<file path="config.mk">
export PLATFORM = sky130hd
export DESIGN_NAME = execute_stage
export DESIGN_NICKNAME = d
export VERILOG_FILES = /design/src/hdl/rv32_pkg.sv /design/src/hdl/control_unit.sv /design/src/hdl/reg_file.sv /design/src/hdl/alu.sv /design/src/hdl/branch_res.sv /design/src/hdl/dmem_align.sv /design/src/hdl/execute_stage.sv
export VERILOG_INCLUDE_DIRS = /design/src /design/src/hdl
export SDC_FILE = /design/constraint.sdc
export NUM_CORES = 2
export LEC_CHECK = 0
export BUFFER_PORTS_ARGS = -buffer_cell sky130_fd_sc_hd__buf_2
export CAP_MARGIN = 20
export CORE_ASPECT_RATIO = 0.5
export CORE_MARGIN = 2
export CORE_UTILIZATION = 39
export CTS_CLUSTER_SIZE = 12
export DETAILED_ROUTE_END_ITERATION = 8
export PLACE_DENSITY = 0.55
export SYNTH_ARGS = -nofsm -noshare
export SYNTH_HDL_FRONTEND = slang
export SYNTH_HIERARCHICAL = 1
export SYNTH_SLANG_ARGS = --single-unit
</file>
<file path="constraint.sdc">
create_clock -name CLK -period 18.6 [get_ports CLK]
set_input_delay 0.93 -clock CLK [delete_from_list [all_inputs] [get_ports CLK]]
set_output_delay 0.93 -clock CLK [all_outputs]
set_load 0.005 [all_outputs]
</file>
<file path="src/hdl/rv32_config.svh">
/*
  Core width and register count for the RV32I execute stage.
  The halt word is reserved and never decodes as a real instruction.
*/
`ifndef RV32_CONFIG_SVH
`define RV32_CONFIG_SVH

// Data and address width
`define RV32_XLEN 32

// Architectural register count, x0 included
`define RV32_NREGS 32

// All-ones word stops the core
`define RV32_HALT_INSN 32'hFFFFFFFF

`endif

</file>
<file path="src/hdl/rv32_pkg.sv">
/*
  Shared types for the RV32I execute stage.
  branch_t and load_t values equal funct3, so they can be cast straight from it.
*/
`include "rv32_config.svh"

package rv32_pkg;

  typedef logic [`RV32_XLEN-1:0] word_t;

  // Major opcodes handled by this stage
  typedef enum logic [6:0] {
    OP     = 7'b0110011,
    OP_IMM = 7'b0010011,
    LUI    = 7'b0110111,
    AUIPC  = 7'b0010111,
    JAL    = 7'b1101111,
    JALR   = 7'b1100111,
    BRANCH = 7'b1100011,
    LOAD   = 7'b0000011,
    STORE  = 7'b0100011
  } opcode_t;

  typedef enum logic [3:0] {
    ADD, SUB, SLL, SLT, SLTU, XOR, SRL, SRA, OR, AND
  } alu_op_t;

  typedef enum logic [2:0] {
    BEQ  = 3'b000,
    BNE  = 3'b001,
    BLT  = 3'b100,
    BGE  = 3'b101,
    BLTU = 3'b110,
    BGEU = 3'b111
  } branch_t;

  // Also used as store width, funct3 sits in the same place
  typedef enum logic [2:0] {
    LB  = 3'b000,
    LH  = 3'b001,
    LW  = 3'b010,
    LBU = 3'b100,
    LHU = 3'b101
  } load_t;

  typedef struct packed {
    logic  valid;
    logic  prediction;
    word_t instr;
    word_t pc;
    word_t pc4;
  } fetch_ex_t;

  typedef struct packed {
    logic [4:0] rs1;
    logic [4:0] rs2;
    logic [4:0] rd;
    alu_op_t    alu_op;
    logic       alu_a_sel;   // 0 rs1, 1 pc
    logic [1:0] alu_b_sel;   // 0 rs2, 1 imm_I, 2 imm_S, 3 imm_U
    logic [1:0] w_sel;       // 0 load data, 1 pc4, 2 imm_U, 3 ALU result
    logic       wen;
    logic       dren;
    logic       dwen;
    logic       branch;
    logic       jump;
    logic       j_sel;       // 1 JAL, 0 JALR
    load_t      load_type;
    logic       illegal;
    logic       halt;
    word_t      imm_I;
    word_t      imm_S;
    word_t      imm_SB;
    word_t      imm_UJ;
    word_t      imm_U;
  } ctrl_t;

  typedef struct packed {
    logic       ren;
    logic       wen;
    logic [3:0] byte_en;
    word_t      addr;
    word_t      wdata;
  } dram_req_t;

  typedef struct packed {
    logic  redirect;
    word_t brj_addr;
    logic  mal_l;
    logic  mal_s;
    logic  illegal;
    logic  halt;
  } ex_status_t;

endpackage

</file>
<file path="src/hdl/control_unit.sv">
/*
  Purely combinational RV32I decoder, no CSR, fence or system opcodes.
  Illegal words leave every side effect off, the halt word is not illegal.
*/
`timescale 1ns/1ns
`include "rv32_config.svh"

module control_unit import rv32_pkg::*; (
  input  word_t instr,
  output ctrl_t ctrl
);

  logic [2:0] funct3;
  logic [6:0] funct7;
  logic       sh_legal;

  assign funct3 = instr[14:12];
  assign funct7 = instr[31:25];

  // Right shifts may carry the arithmetic bit, other shifts must not
  assign sh_legal = (funct7 == 7'h00) || (funct7 == 7'h20 && funct3 == 3'b101);

  // funct3 to ALU op, alt picks SUB or SRA
  function automatic alu_op_t f3_to_op(input logic [2:0] f3, input logic alt);
    case (f3)
      3'b000:  return alt ? SUB : ADD;
      3'b001:  return SLL;
      3'b010:  return SLT;
      3'b011:  return SLTU;
      3'b100:  return XOR;
      3'b101:  return alt ? SRA : SRL;
      3'b110:  return OR;
      default: return AND;
    endcase
  endfunction

  always_comb begin
    ctrl = '0;
    ctrl.rs1       = instr[19:15];
    ctrl.rs2       = instr[24:20];
    ctrl.rd        = instr[11:7];
    ctrl.alu_op    = ADD;
    ctrl.load_type = load_t'(funct3);
    // Immediates, all sign-extended from bit 31
    ctrl.imm_I  = {{20{instr[31]}}, instr[31:20]};
    ctrl.imm_S  = {{20{instr[31]}}, instr[31:25], instr[11:7]};
    ctrl.imm_SB = {{19{instr[31]}}, instr[31], instr[7], instr[30:25], instr[11:8], 1'b0};
    ctrl.imm_UJ = {{11{instr[31]}}, instr[31], instr[19:12], instr[20], instr[30:21], 1'b0};
    ctrl.imm_U  = {instr[31:12], 12'b0};
    ctrl.halt   = (instr == `RV32_HALT_INSN);

    case (opcode_t'(instr[6:0]))
      OP: begin
        ctrl.alu_op  = f3_to_op(funct3, funct7[5]);
        ctrl.wen     = 1'b1;
        ctrl.w_sel   = 2'd3;
        ctrl.illegal = !((funct7 == 7'h00) ||
                         (funct7 == 7'h20 && (funct3 == 3'b000 || funct3 == 3'b101)));
      end
      OP_IMM: begin
        // Bit 30 only means SRAI, ADDI keeps its full immediate
        ctrl.alu_op    = f3_to_op(funct3, funct3 == 3'b101 && funct7[5]);
        ctrl.alu_b_sel = 2'd1;
        ctrl.wen       = 1'b1;
        ctrl.w_sel     = 2'd3;
        ctrl.illegal   = (funct3 == 3'b001 || funct3 == 3'b101) && !sh_legal;
      end
      LUI: begin
        ctrl.wen   = 1'b1;
        ctrl.w_sel = 2'd2;
      end
      AUIPC: begin
        ctrl.alu_a_sel = 1'b1;
        ctrl.alu_b_sel = 2'd3;
        ctrl.wen       = 1'b1;
        ctrl.w_sel     = 2'd3;
      end
      JAL: begin
        ctrl.wen   = 1'b1;
        ctrl.w_sel = 2'd1;
        ctrl.jump  = 1'b1;
        ctrl.j_sel = 1'b1;
      end
      JALR: begin
        ctrl.wen     = 1'b1;
        ctrl.w_sel   = 2'd1;
        ctrl.jump    = 1'b1;
        ctrl.illegal = (funct3 != 3'b000);
      end
      BRANCH: begin
        ctrl.branch  = 1'b1;
        ctrl.illegal = (funct3 == 3'b010 || funct3 == 3'b011);
      end
      LOAD: begin
        ctrl.alu_b_sel = 2'd1;
        ctrl.dren      = 1'b1;
        ctrl.wen       = 1'b1;
        ctrl.illegal   = (funct3 == 3'b011 || funct3[2:1] == 2'b11);
      end
      STORE: begin
        ctrl.alu_b_sel = 2'd2;
        ctrl.dwen      = 1'b1;
        ctrl.illegal   = (funct3 > 3'b010);
      end
      default: ctrl.illegal = !ctrl.halt;
    endcase

    // Nothing from an illegal word may reach state
    if (ctrl.illegal) begin
      ctrl.wen    = 1'b0;
      ctrl.dren   = 1'b0;
      ctrl.dwen   = 1'b0;
      ctrl.branch = 1'b0;
      ctrl.jump   = 1'b0;
    end
  end

endmodule

</file>
<file path="src/hdl/reg_file.sv">
/*
  x0 reads zero and ignores writes. Reads are combinational, so a write
  shows up on the read ports in the cycle after its clock edge.
*/
`timescale 1ns/1ns
`include "rv32_config.svh"

module reg_file import rv32_pkg::*; (
  input  logic       CLK,
  input  logic       reset,
  input  logic [4:0] rs1,
  input  logic [4:0] rs2,
  input  logic [4:0] rd,
  input  logic       wen,
  input  word_t      w_data,
  output word_t      rs1_data,
  output word_t      rs2_data
);

  // x1 and up only
  word_t regs [1:`RV32_NREGS-1];

  always_ff @(posedge CLK) begin
    if (reset) begin
      for (int i = 1; i < `RV32_NREGS; i++) begin
        regs[i] <= '0;
      end
    end else if (wen && rd != 5'd0) begin
      regs[rd] <= w_data;
    end
  end

  assign rs1_data = (rs1 == 5'd0) ? '0 : regs[rs1];
  assign rs2_data = (rs2 == 5'd0) ? '0 : regs[rs2];

endmodule

</file>
<file path="src/hdl/alu.sv">
/*
  RV32I integer ALU, one combinational level.
  Shift amounts come from the low five bits of port_b.
*/
`timescale 1ns/1ns

module alu import rv32_pkg::*; (
  input  alu_op_t aluop,
  input  word_t   port_a,
  input  word_t   port_b,
  output word_t   port_out
);

  logic [4:0] shamt;

  assign shamt = port_b[4:0];

  always_comb begin
    case (aluop)
      ADD:     port_out = port_a + port_b;
      SUB:     port_out = port_a - port_b;
      SLL:     port_out = port_a << shamt;
      // Set-less-than gives 0 or 1 in bit 0
      SLT:     port_out = word_t'($signed(port_a) < $signed(port_b));
      SLTU:    port_out = word_t'(port_a < port_b);
      XOR:     port_out = port_a ^ port_b;
      SRL:     port_out = port_a >> shamt;
      SRA:     port_out = word_t'($signed(port_a) >>> shamt);
      OR:      port_out = port_a | port_b;
      AND:     port_out = port_a & port_b;
      default: port_out = '0;
    endcase
  end

endmodule

</file>
<file path="src/hdl/branch_res.sv">
/*
  Branch condition and target. The target is always formed, the caller
  decides whether a branch is in flight at all.
*/
`timescale 1ns/1ns

module branch_res import rv32_pkg::*; (
  input  word_t   rs1_data,
  input  word_t   rs2_data,
  input  word_t   pc,
  input  word_t   imm_sb,
  input  branch_t branch_type,
  output logic    branch_taken,
  output word_t   branch_addr
);

  logic eq;
  logic lt_s;
  logic lt_u;

  assign eq   = (rs1_data == rs2_data);
  assign lt_s = ($signed(rs1_data) < $signed(rs2_data));
  assign lt_u = (rs1_data < rs2_data);

  always_comb begin
    case (branch_type)
      BEQ:     branch_taken = eq;
      BNE:     branch_taken = !eq;
      BLT:     branch_taken = lt_s;
      BGE:     branch_taken = !lt_s;
      BLTU:    branch_taken = lt_u;
      BGEU:    branch_taken = !lt_u;
      default: branch_taken = 1'b0;
    endcase
  end

  // imm_sb already carries the zero low bit
  assign branch_addr = pc + imm_sb;

endmodule

</file>
<file path="src/hdl/dmem_align.sv">
/*
  Little-endian byte lane handling for the data RAM.
  The same width code drives loads and stores, stores only use LB, LH and LW.
*/
`timescale 1ns/1ns

module dmem_align import rv32_pkg::*; (
  input  load_t      load_type,
  input  word_t      addr,
  input  word_t      store_data,
  input  word_t      rdata,
  output logic [3:0] byte_en,
  output word_t      wdata,
  output logic       mal,
  output word_t      load_ext
);

  logic [1:0]  off;
  logic [7:0]  rd_byte;
  logic [15:0] rd_half;

  assign off = addr[1:0];

  // Byte lanes and alignment
  always_comb begin
    byte_en = 4'b0000;
    mal     = 1'b0;
    case (load_type)
      LB, LBU: byte_en = 4'b0001 << off;
      LH, LHU: begin
        byte_en = off[1] ? 4'b1100 : 4'b0011;
        mal     = off[0];
      end
      LW: begin
        byte_en = 4'b1111;
        mal     = (off != 2'b00);
      end
      default: byte_en = 4'b0000;
    endcase
  end

  // Replicate narrow store data so every lane carries it
  always_comb begin
    case (load_type)
      LB:      wdata = {4{store_data[7:0]}};
      LH:      wdata = {2{store_data[15:0]}};
      default: wdata = store_data;
    endcase
  end

  // Pick the addressed lane out of the returned word
  assign rd_byte = rdata[8*off +: 8];
  assign rd_half = off[1] ? rdata[31:16] : rdata[15:0];

  always_comb begin
    case (load_type)
      LB:      load_ext = {{24{rd_byte[7]}}, rd_byte};
      LBU:     load_ext = {24'b0, rd_byte};
      LH:      load_ext = {{16{rd_half[15]}}, rd_half};
      LHU:     load_ext = {16'b0, rd_half};
      default: load_ext = rdata;
    endcase
  end

endmodule

</file>
<file path="src/hdl/execute_stage.sv">
/*
  Execute stage of the two-stage pipeline. Data RAM must answer in the same
  cycle, there is no stall path. Halt stays high until reset.
*/
`timescale 1ns/1ns

module execute_stage import rv32_pkg::*; (
  input  logic       CLK,
  input  logic       reset,
  input  fetch_ex_t  fetch_ex,
  input  word_t      dram_rdata,
  output dram_req_t  dram_req,
  output ex_status_t status
);

  ctrl_t      ctrl;
  word_t      rs1_data;
  word_t      rs2_data;
  word_t      w_data;
  logic       rf_wen;
  word_t      port_a;
  word_t      port_b;
  word_t      alu_out;
  logic       br_taken;
  word_t      br_addr;
  word_t      jump_addr;
  logic [3:0] byte_en;
  word_t      st_wdata;
  word_t      load_ext;
  logic       mal;
  logic       mem_ok;
  logic       halt_q;

  control_unit u_cu (
    .instr (fetch_ex.instr),
    .ctrl  (ctrl)
  );

  reg_file u_rf (
    .CLK      (CLK),
    .reset    (reset),
    .rs1      (ctrl.rs1),
    .rs2      (ctrl.rs2),
    .rd       (ctrl.rd),
    .wen      (rf_wen),
    .w_data   (w_data),
    .rs1_data (rs1_data),
    .rs2_data (rs2_data)
  );

  // ALU operands
  assign port_a = ctrl.alu_a_sel ? fetch_ex.pc : rs1_data;

  always_comb begin
    case (ctrl.alu_b_sel)
      2'd0:    port_b = rs2_data;
      2'd1:    port_b = ctrl.imm_I;
      2'd2:    port_b = ctrl.imm_S;
      default: port_b = ctrl.imm_U;
    endcase
  end

  alu u_alu (
    .aluop    (ctrl.alu_op),
    .port_a   (port_a),
    .port_b   (port_b),
    .port_out (alu_out)
  );

  // Branch type reuses funct3 from the load_type field
  branch_res u_br (
    .rs1_data     (rs1_data),
    .rs2_data     (rs2_data),
    .pc           (fetch_ex.pc),
    .imm_sb       (ctrl.imm_SB),
    .branch_type  (branch_t'(ctrl.load_type)),
    .branch_taken (br_taken),
    .branch_addr  (br_addr)
  );

  // JAL is pc relative, JALR drops bit 0 of its sum
  assign jump_addr = ctrl.j_sel ? fetch_ex.pc + ctrl.imm_UJ
                                : (rs1_data + ctrl.imm_I) & ~32'h1;

  dmem_align u_dm (
    .load_type  (ctrl.load_type),
    .addr       (alu_out),
    .store_data (rs2_data),
    .rdata      (dram_rdata),
    .byte_en    (byte_en),
    .wdata      (st_wdata),
    .mal        (mal),
    .load_ext   (load_ext)
  );

  // Write-back
  always_comb begin
    case (ctrl.w_sel)
      2'd0:    w_data = load_ext;
      2'd1:    w_data = fetch_ex.pc4;
      2'd2:    w_data = ctrl.imm_U;
      default: w_data = alu_out;
    endcase
  end

  // A misaligned load leaves rd untouched
  assign rf_wen = fetch_ex.valid && ctrl.wen && !(ctrl.dren && mal);

  // Memory strobes only for valid, aligned accesses
  assign mem_ok           = fetch_ex.valid && !mal;
  assign dram_req.ren     = mem_ok && ctrl.dren;
  assign dram_req.wen     = mem_ok && ctrl.dwen;
  assign dram_req.byte_en = (mem_ok && (ctrl.dren || ctrl.dwen)) ? byte_en : 4'b0000;
  assign dram_req.addr    = alu_out;
  assign dram_req.wdata   = st_wdata;

  // Redirect on any jump, or a branch that went against the prediction
  assign status.redirect = fetch_ex.valid &&
                           (ctrl.jump || (ctrl.branch && (br_taken != fetch_ex.prediction)));
  assign status.brj_addr = ctrl.jump ? jump_addr : (br_taken ? br_addr : fetch_ex.pc4);
  assign status.mal_l    = fetch_ex.valid && ctrl.dren && mal;
  assign status.mal_s    = fetch_ex.valid && ctrl.dwen && mal;
  assign status.illegal  = fetch_ex.valid && ctrl.illegal;
  assign status.halt     = halt_q;

  // Sticky halt
  always_ff @(posedge CLK) begin
    if (reset) begin
      halt_q <= 1'b0;
    end else if (fetch_ex.valid && ctrl.halt) begin
      halt_q <= 1'b1;
    end
  end

endmodule

</file>
# After elaboration in Yosys (flattened, before gate mapping)
# Memories as Yosys holds them, arrays and structs flattened.
# Index checks and enable logic that the tools add are counted.
# word_totals
regBits,1
mem_bits_rw,992
in_bits,132
out_inout_bits,107
elab_cells,151
n_memories,1
# mem_list
memory,depth,word_bits,read_ports,rd_clocked_by_memory_dff,wr,line_no,text
u_rf.regs,31,32,2,0,31,reg_file.sv:21,word_t regs [1:`RV32_NREGS-1];
# classes
add_sub_neg,5
order_cmp,5
eq_ne,34
n_shift,5
n_mux,43
n_bitwise,3
n_reduce_logical,54
# op_table
cell,count
32-bit one-hot mux with 10 select lines,1
32-bit two-way mux,7
32-bit one-hot mux with 3 select lines,2
32-bit adder,4
32-bit less-than comparator,4
32-bit one-hot mux with 4 select lines,1
32-bit one-hot mux with 2 select lines,1
4-bit one-hot mux with 7 select lines,2
32-bit AND,1
32-bit == test,1
"32-bit == test, second input constant",1
32-bit OR,1
32-bit OR reduction,1
32-bit by 6-bit variable part select with 8-bit output,1
32-bit by 5-bit << shifter with 32-bit output,1
32-bit by 5-bit right shift with 32-bit output,1
32-bit by 5-bit >>> shifter with 32-bit output,1
32-bit subtractor,1
32-bit XOR,1
"7-bit by 6-bit == test with 1-bit output, second input constant",4
"7-bit == test, second input constant",3
1-bit logical AND,20
1-bit two-way mux,17
"4-bit by 3-bit == test with 1-bit output, second input constant",4
other kinds (35),68

# Logic depth before layout (Yosys ltp)
# depth
depth_word,18
ltp_mapped,33
mapped_depth_nobuf,23

# Cells and area by module
# Netlist, hierarchy kept.
# by_module_without_submodules
module,n_inst,cells_each,area_per_inst_um2,seq_area_each_um2
reg_file,1,3765,54631.1,30749.5
alu,1,1256,8733.4,0.0
execute_stage,1,735,6274.8,20.0
branch_res,1,340,2503.7,0.0
control_unit,1,263,1915.6,0.0
dmem_align,1,175,1163.6,0.0

# Worst setup path after synthesis
# OpenSTA, ideal clock, no wires.
# synth_timing
kind,input port to flip-flop
from,input port fetch_ex[86] (netlist name)
to,memory u_rf/regs[10][23] (netlist name) (data pin)
setup_time_ns,0.255
arrival_time_ns,8.791
required_time_ns,18.345
setup_slack_ns,9.554
path_stages,30
n_path_buf,9
path_cell_list,buf_4 buf_2 buf_2 clkbuf_1 mux4_2 a22o_1 a2111oi_0 nor3_1 mux4_2 clkbuf_1 clkinv_1 buf_1 clkbuf_1 ha_1 o21bai_2 a2111oi_4 nor4_2 o211a_1 or3_4 a211oi_1 nor2_1 o41ai_1 mux2_4 a31o_2 a311oi_4 buf_6 a21oi_1 mux4_2 clkbuf_1 and2_1
# synth_rtl
element,line_no,text
start: declaration,execute_stage.sv:10,"input fetch_ex_t fetch_ex,"
end: declaration,reg_file.sv:21,

==> impl_results.md <==
- Switching share of power: 35.8%
- Worst-case clock skew: 44.1 ps
- Result of the run: finished clean
- Sequential fraction of design power: 37.3%
- Die area: 197,000 µm²
- Total congestion overflow: 0
- Core Rows: around 110
- Net switching power: between 0.002 and 0.003 W
- Latest clock arrival within the worst-skew pair: 750 ps
- Post-synthesis instance area: roughly 75,000 µm²
- Fraction of the yosys area taken by sequential cells: 40.9%
- Number of DRC violations after detailed routing: 0
- Int Power: 0.00463 W
- TNS Setup: 0 ps
- Fill cell count: 17,646
- Clock Power Share: between 30% and 40%
- Leading cell type in the layout, fill and taps excluded: edfxtp_1
- Number of buffers inserted by hold repair at cts: 0
- WS Path Type: in2reg
- Clk slew on worst S/H paths: about 70 ps
- Root Driver: clkbuf_16
- Combinational Power Share: between 30% and 40%
- Placement-stage worst setup slack: 6590 ps
- PnR worst setup slack: ~7300 ps
- Setup violation total in the final timing report: 0
- Input/output buffers: 238
- DR vias/cell: 6.59
- Post-synth EDFFs: slightly above 1,000
- Leading cell types in the layout, fill and taps excluded: edfxtp_1, and2_1, mux4_2
- Crit Path Max Fanout: 56
- DRT Pass-1 Iters: 8
- DR WL/cell: about 37 µm
- Cts bufs inserted: 110
- Number of max-slew violations in the final report: 0
- Number of standard cells after synthesis: 6,534
- Number of hold violations in the final report: 0
- Ranking of synthesized cells by area: edfxtp_1, mux4_2, and2_1
- Yosys warns: 6
- Predominant post-synthesis flop cell: edfxtp_1
- Total Wirelength: 333,000 µm
- HPWL after detailed placement: 234,000 µm
- Ratio of final minimum period to clock period: between 60% and 70%
- Count of pins on the block boundary: around 240
- Vias in the first global route: ~57,000
- Power per standard cell area: 88.3 nW/µm²
- Wire length of the first global-routing pass: 456,000 µm
- Final net count: about 6,800
- Cell type with the highest aggregate area in the netlist: edfxtp_1
- Mean Syn Cell Area: 11.5 µm²
- Overall die width: 625 µm
- Number of post-CTS setup repair buffers: 0
- Worst rel slew slack: 16.2%
- Minimum period implied by the final worst setup slack: 11,340 ps
- Iter 0 DRT Violations: 8,922
- Core area: 191,000 µm²
- Maximum clock frequency: 88.2 MHz
- IR drop worst, VDD: 69.1 µV
- Maxcap violations: 0
- Flop and latch count out of synthesis: 1,025
- Layout area overhead: 8.53%
- Post-detailed-route count of antenna-violating nets: 0
- Gates resized, CTS repair: 0
- Required time of the worst setup path: 18,940 ps
- Kind of start point of the critical path: input port
- Data arrival at the endpoint of the critical path: 11,680 ps
- CTS Buffer Depth: 3
- Number of distinct standard cells referenced by the synthesized netlist: 129
- Path class of the lowest-slack min-delay path: reg2reg
- Maximum number of pins on one net before global-route repair: 94
- Final weighted congestion in routability-driven placement: 0.990
- Total global-route track usage: between 30% and 40%
- Initial core utilization: between 30% and 40%
- Total via count after detailed routing: 59,667
- Leakage Power: 30.7 nW
- Clock sink count: around 1,000
- Height of the chip: 315 µm
- Setup repair after global routing missed its margin: no
- Initial antenna violation count: 40
- Actual slew at the worst max-slew pin: 1250 ps
- Post-synth top area share: 40.9%
- Clock tree from TritonCTS: yes
- Proportion of layout cells with a drive suffix above 1: between 20% and 30%
- Critical Path End Type: flop
- Share of synthesized registers carrying an async set or reset: 0%
- H-tree Lvls: 3
critical path: stages:
cell and delay (ps):
buf_8 440, buf_4 760, buf_4 850, mux2i_1 210, a22oi_1 210, a21oi_1 360
nor4_1 1090, buf_4 280, mux2_2 160, buf_4 240, inv_1 70, ha_1 430
nor2_1 230, nand2_1 100, nor4_2 470, o211a_1 260, or3_4 170, a211oi_1 70
nor2_1 150, o41ai_2 170, o211ai_1 240, o21ai_0 220, a21oi_1 790, nand4b_1 870
nor2_2 330, buf_4 400, or2_2 890
state kept, by name (all words and copies together) (netlist names):
| register | cells |
|---|---|
| u_rf/regs | 1024 |
| halt_q | 1 |
final cells by class:
cell class	count	area (µm²)	area share [%]
multi-input cells	4625	40500	49.6
flip-flops and latches	1025	30800	37.7
well taps	2530	3170	3.88
repair buffers	473	3070	3.76
clock buffers	135	2870	3.51
inverters	170	638	0.782
clock inverters	63	589	0.722
diodes	32	80.1	0.0981
final timing paths:
path                    startpoint           endpoint  slack, ps  depth (start not counted)
setup / recovery      fetch_ex[80]  u_rf/regs[23][15]       7260                         27
hold / removal              halt_q             halt_q        480                          2
hold reg to reg             halt_q             halt_q        480                          2
setup reg to reg  u_rf/regs[31][3]  u_rf/regs[23][15]       8840                         24
logic make-up (layout without fill, tap and decap cells):
| family | count (synthesis) | in the layout | share of synthesized area, % |
|---|---|---|---|
| AND/OR/NAND/NOR | 2020 | 2020 | 15.3 |
| AO/OA/AOI/OAI | 1277 | 1277 | 11.8 |
| flip-flops | 1025 | 1025 | 40.9 |
| multiplexers | 967 | 967 | 21.0 |
| buffers and inverters | 928 | 841 | 6.06 |
| adder cells (fa/ha/maj) | 228 | 228 | 3.84 |
| XOR/XNOR | 87 | 87 | 1.01 |
| other | 2 | 78 | 0.00998 |
per-stage QoR:
step / cells / hold WS (ps) / util, % / cell area, µm² / power, W
after floorplan: 6578 / 438 / - / 75400 / 0.00405
after global placement: 8806 / 457 / 40.9 / 78000 / 0.00497
after detailed placement: 8816 / 468 / 40.9 / 78000 / 0.00498
after CTS: 9014 / 485 / 42.7 / 81500 / 0.00714
after global routing: 9024 / 529 / 42.8 / 81600 / 0.00740
final: 9053 / 480 / 42.8 / 81600 / 0.00721
per-layer routing:
metal / global-route usage [%] / vias up / part of all wire (%)
li1: - / 24357 / -
met1: 41.8 / 30350 / 37
met2: 50.0 / 4125 / 44
met3: 9.87 / 817 / 12
met4: 20.2 / 18 / 7.0
met5: 0 / - / 0.033
power by group through the flow:
stage	clock network [W]	logic [W]	registers, W
after CTS	0.00220	0.00226	0.00268
final	0.00218	0.00234	0.00269
after global placement	0	0.00224	0.00273
after floorplan	0	0.00134	0.00270
after detailed placement	0	0.00225	0.00273
after global routing	0.00229	0.00241	0.00269
synthesized netlist by cell type, types with 84 or more instances:
cell type,count
edfxtp_1,1024
and2_1,1013
mux4_2,479
clkbuf_1,405
mux2i_1,388
a21oi_1,294
nor2_1,292
ha_1,223
buf_4,212
o21ai_0,187
nand2_1,178
inv_1,165
a22oi_1,116
nor2b_1,103
a211oi_1,98
mux2_2,98
buf_2,84
Power figures use the tool's default switching activity.
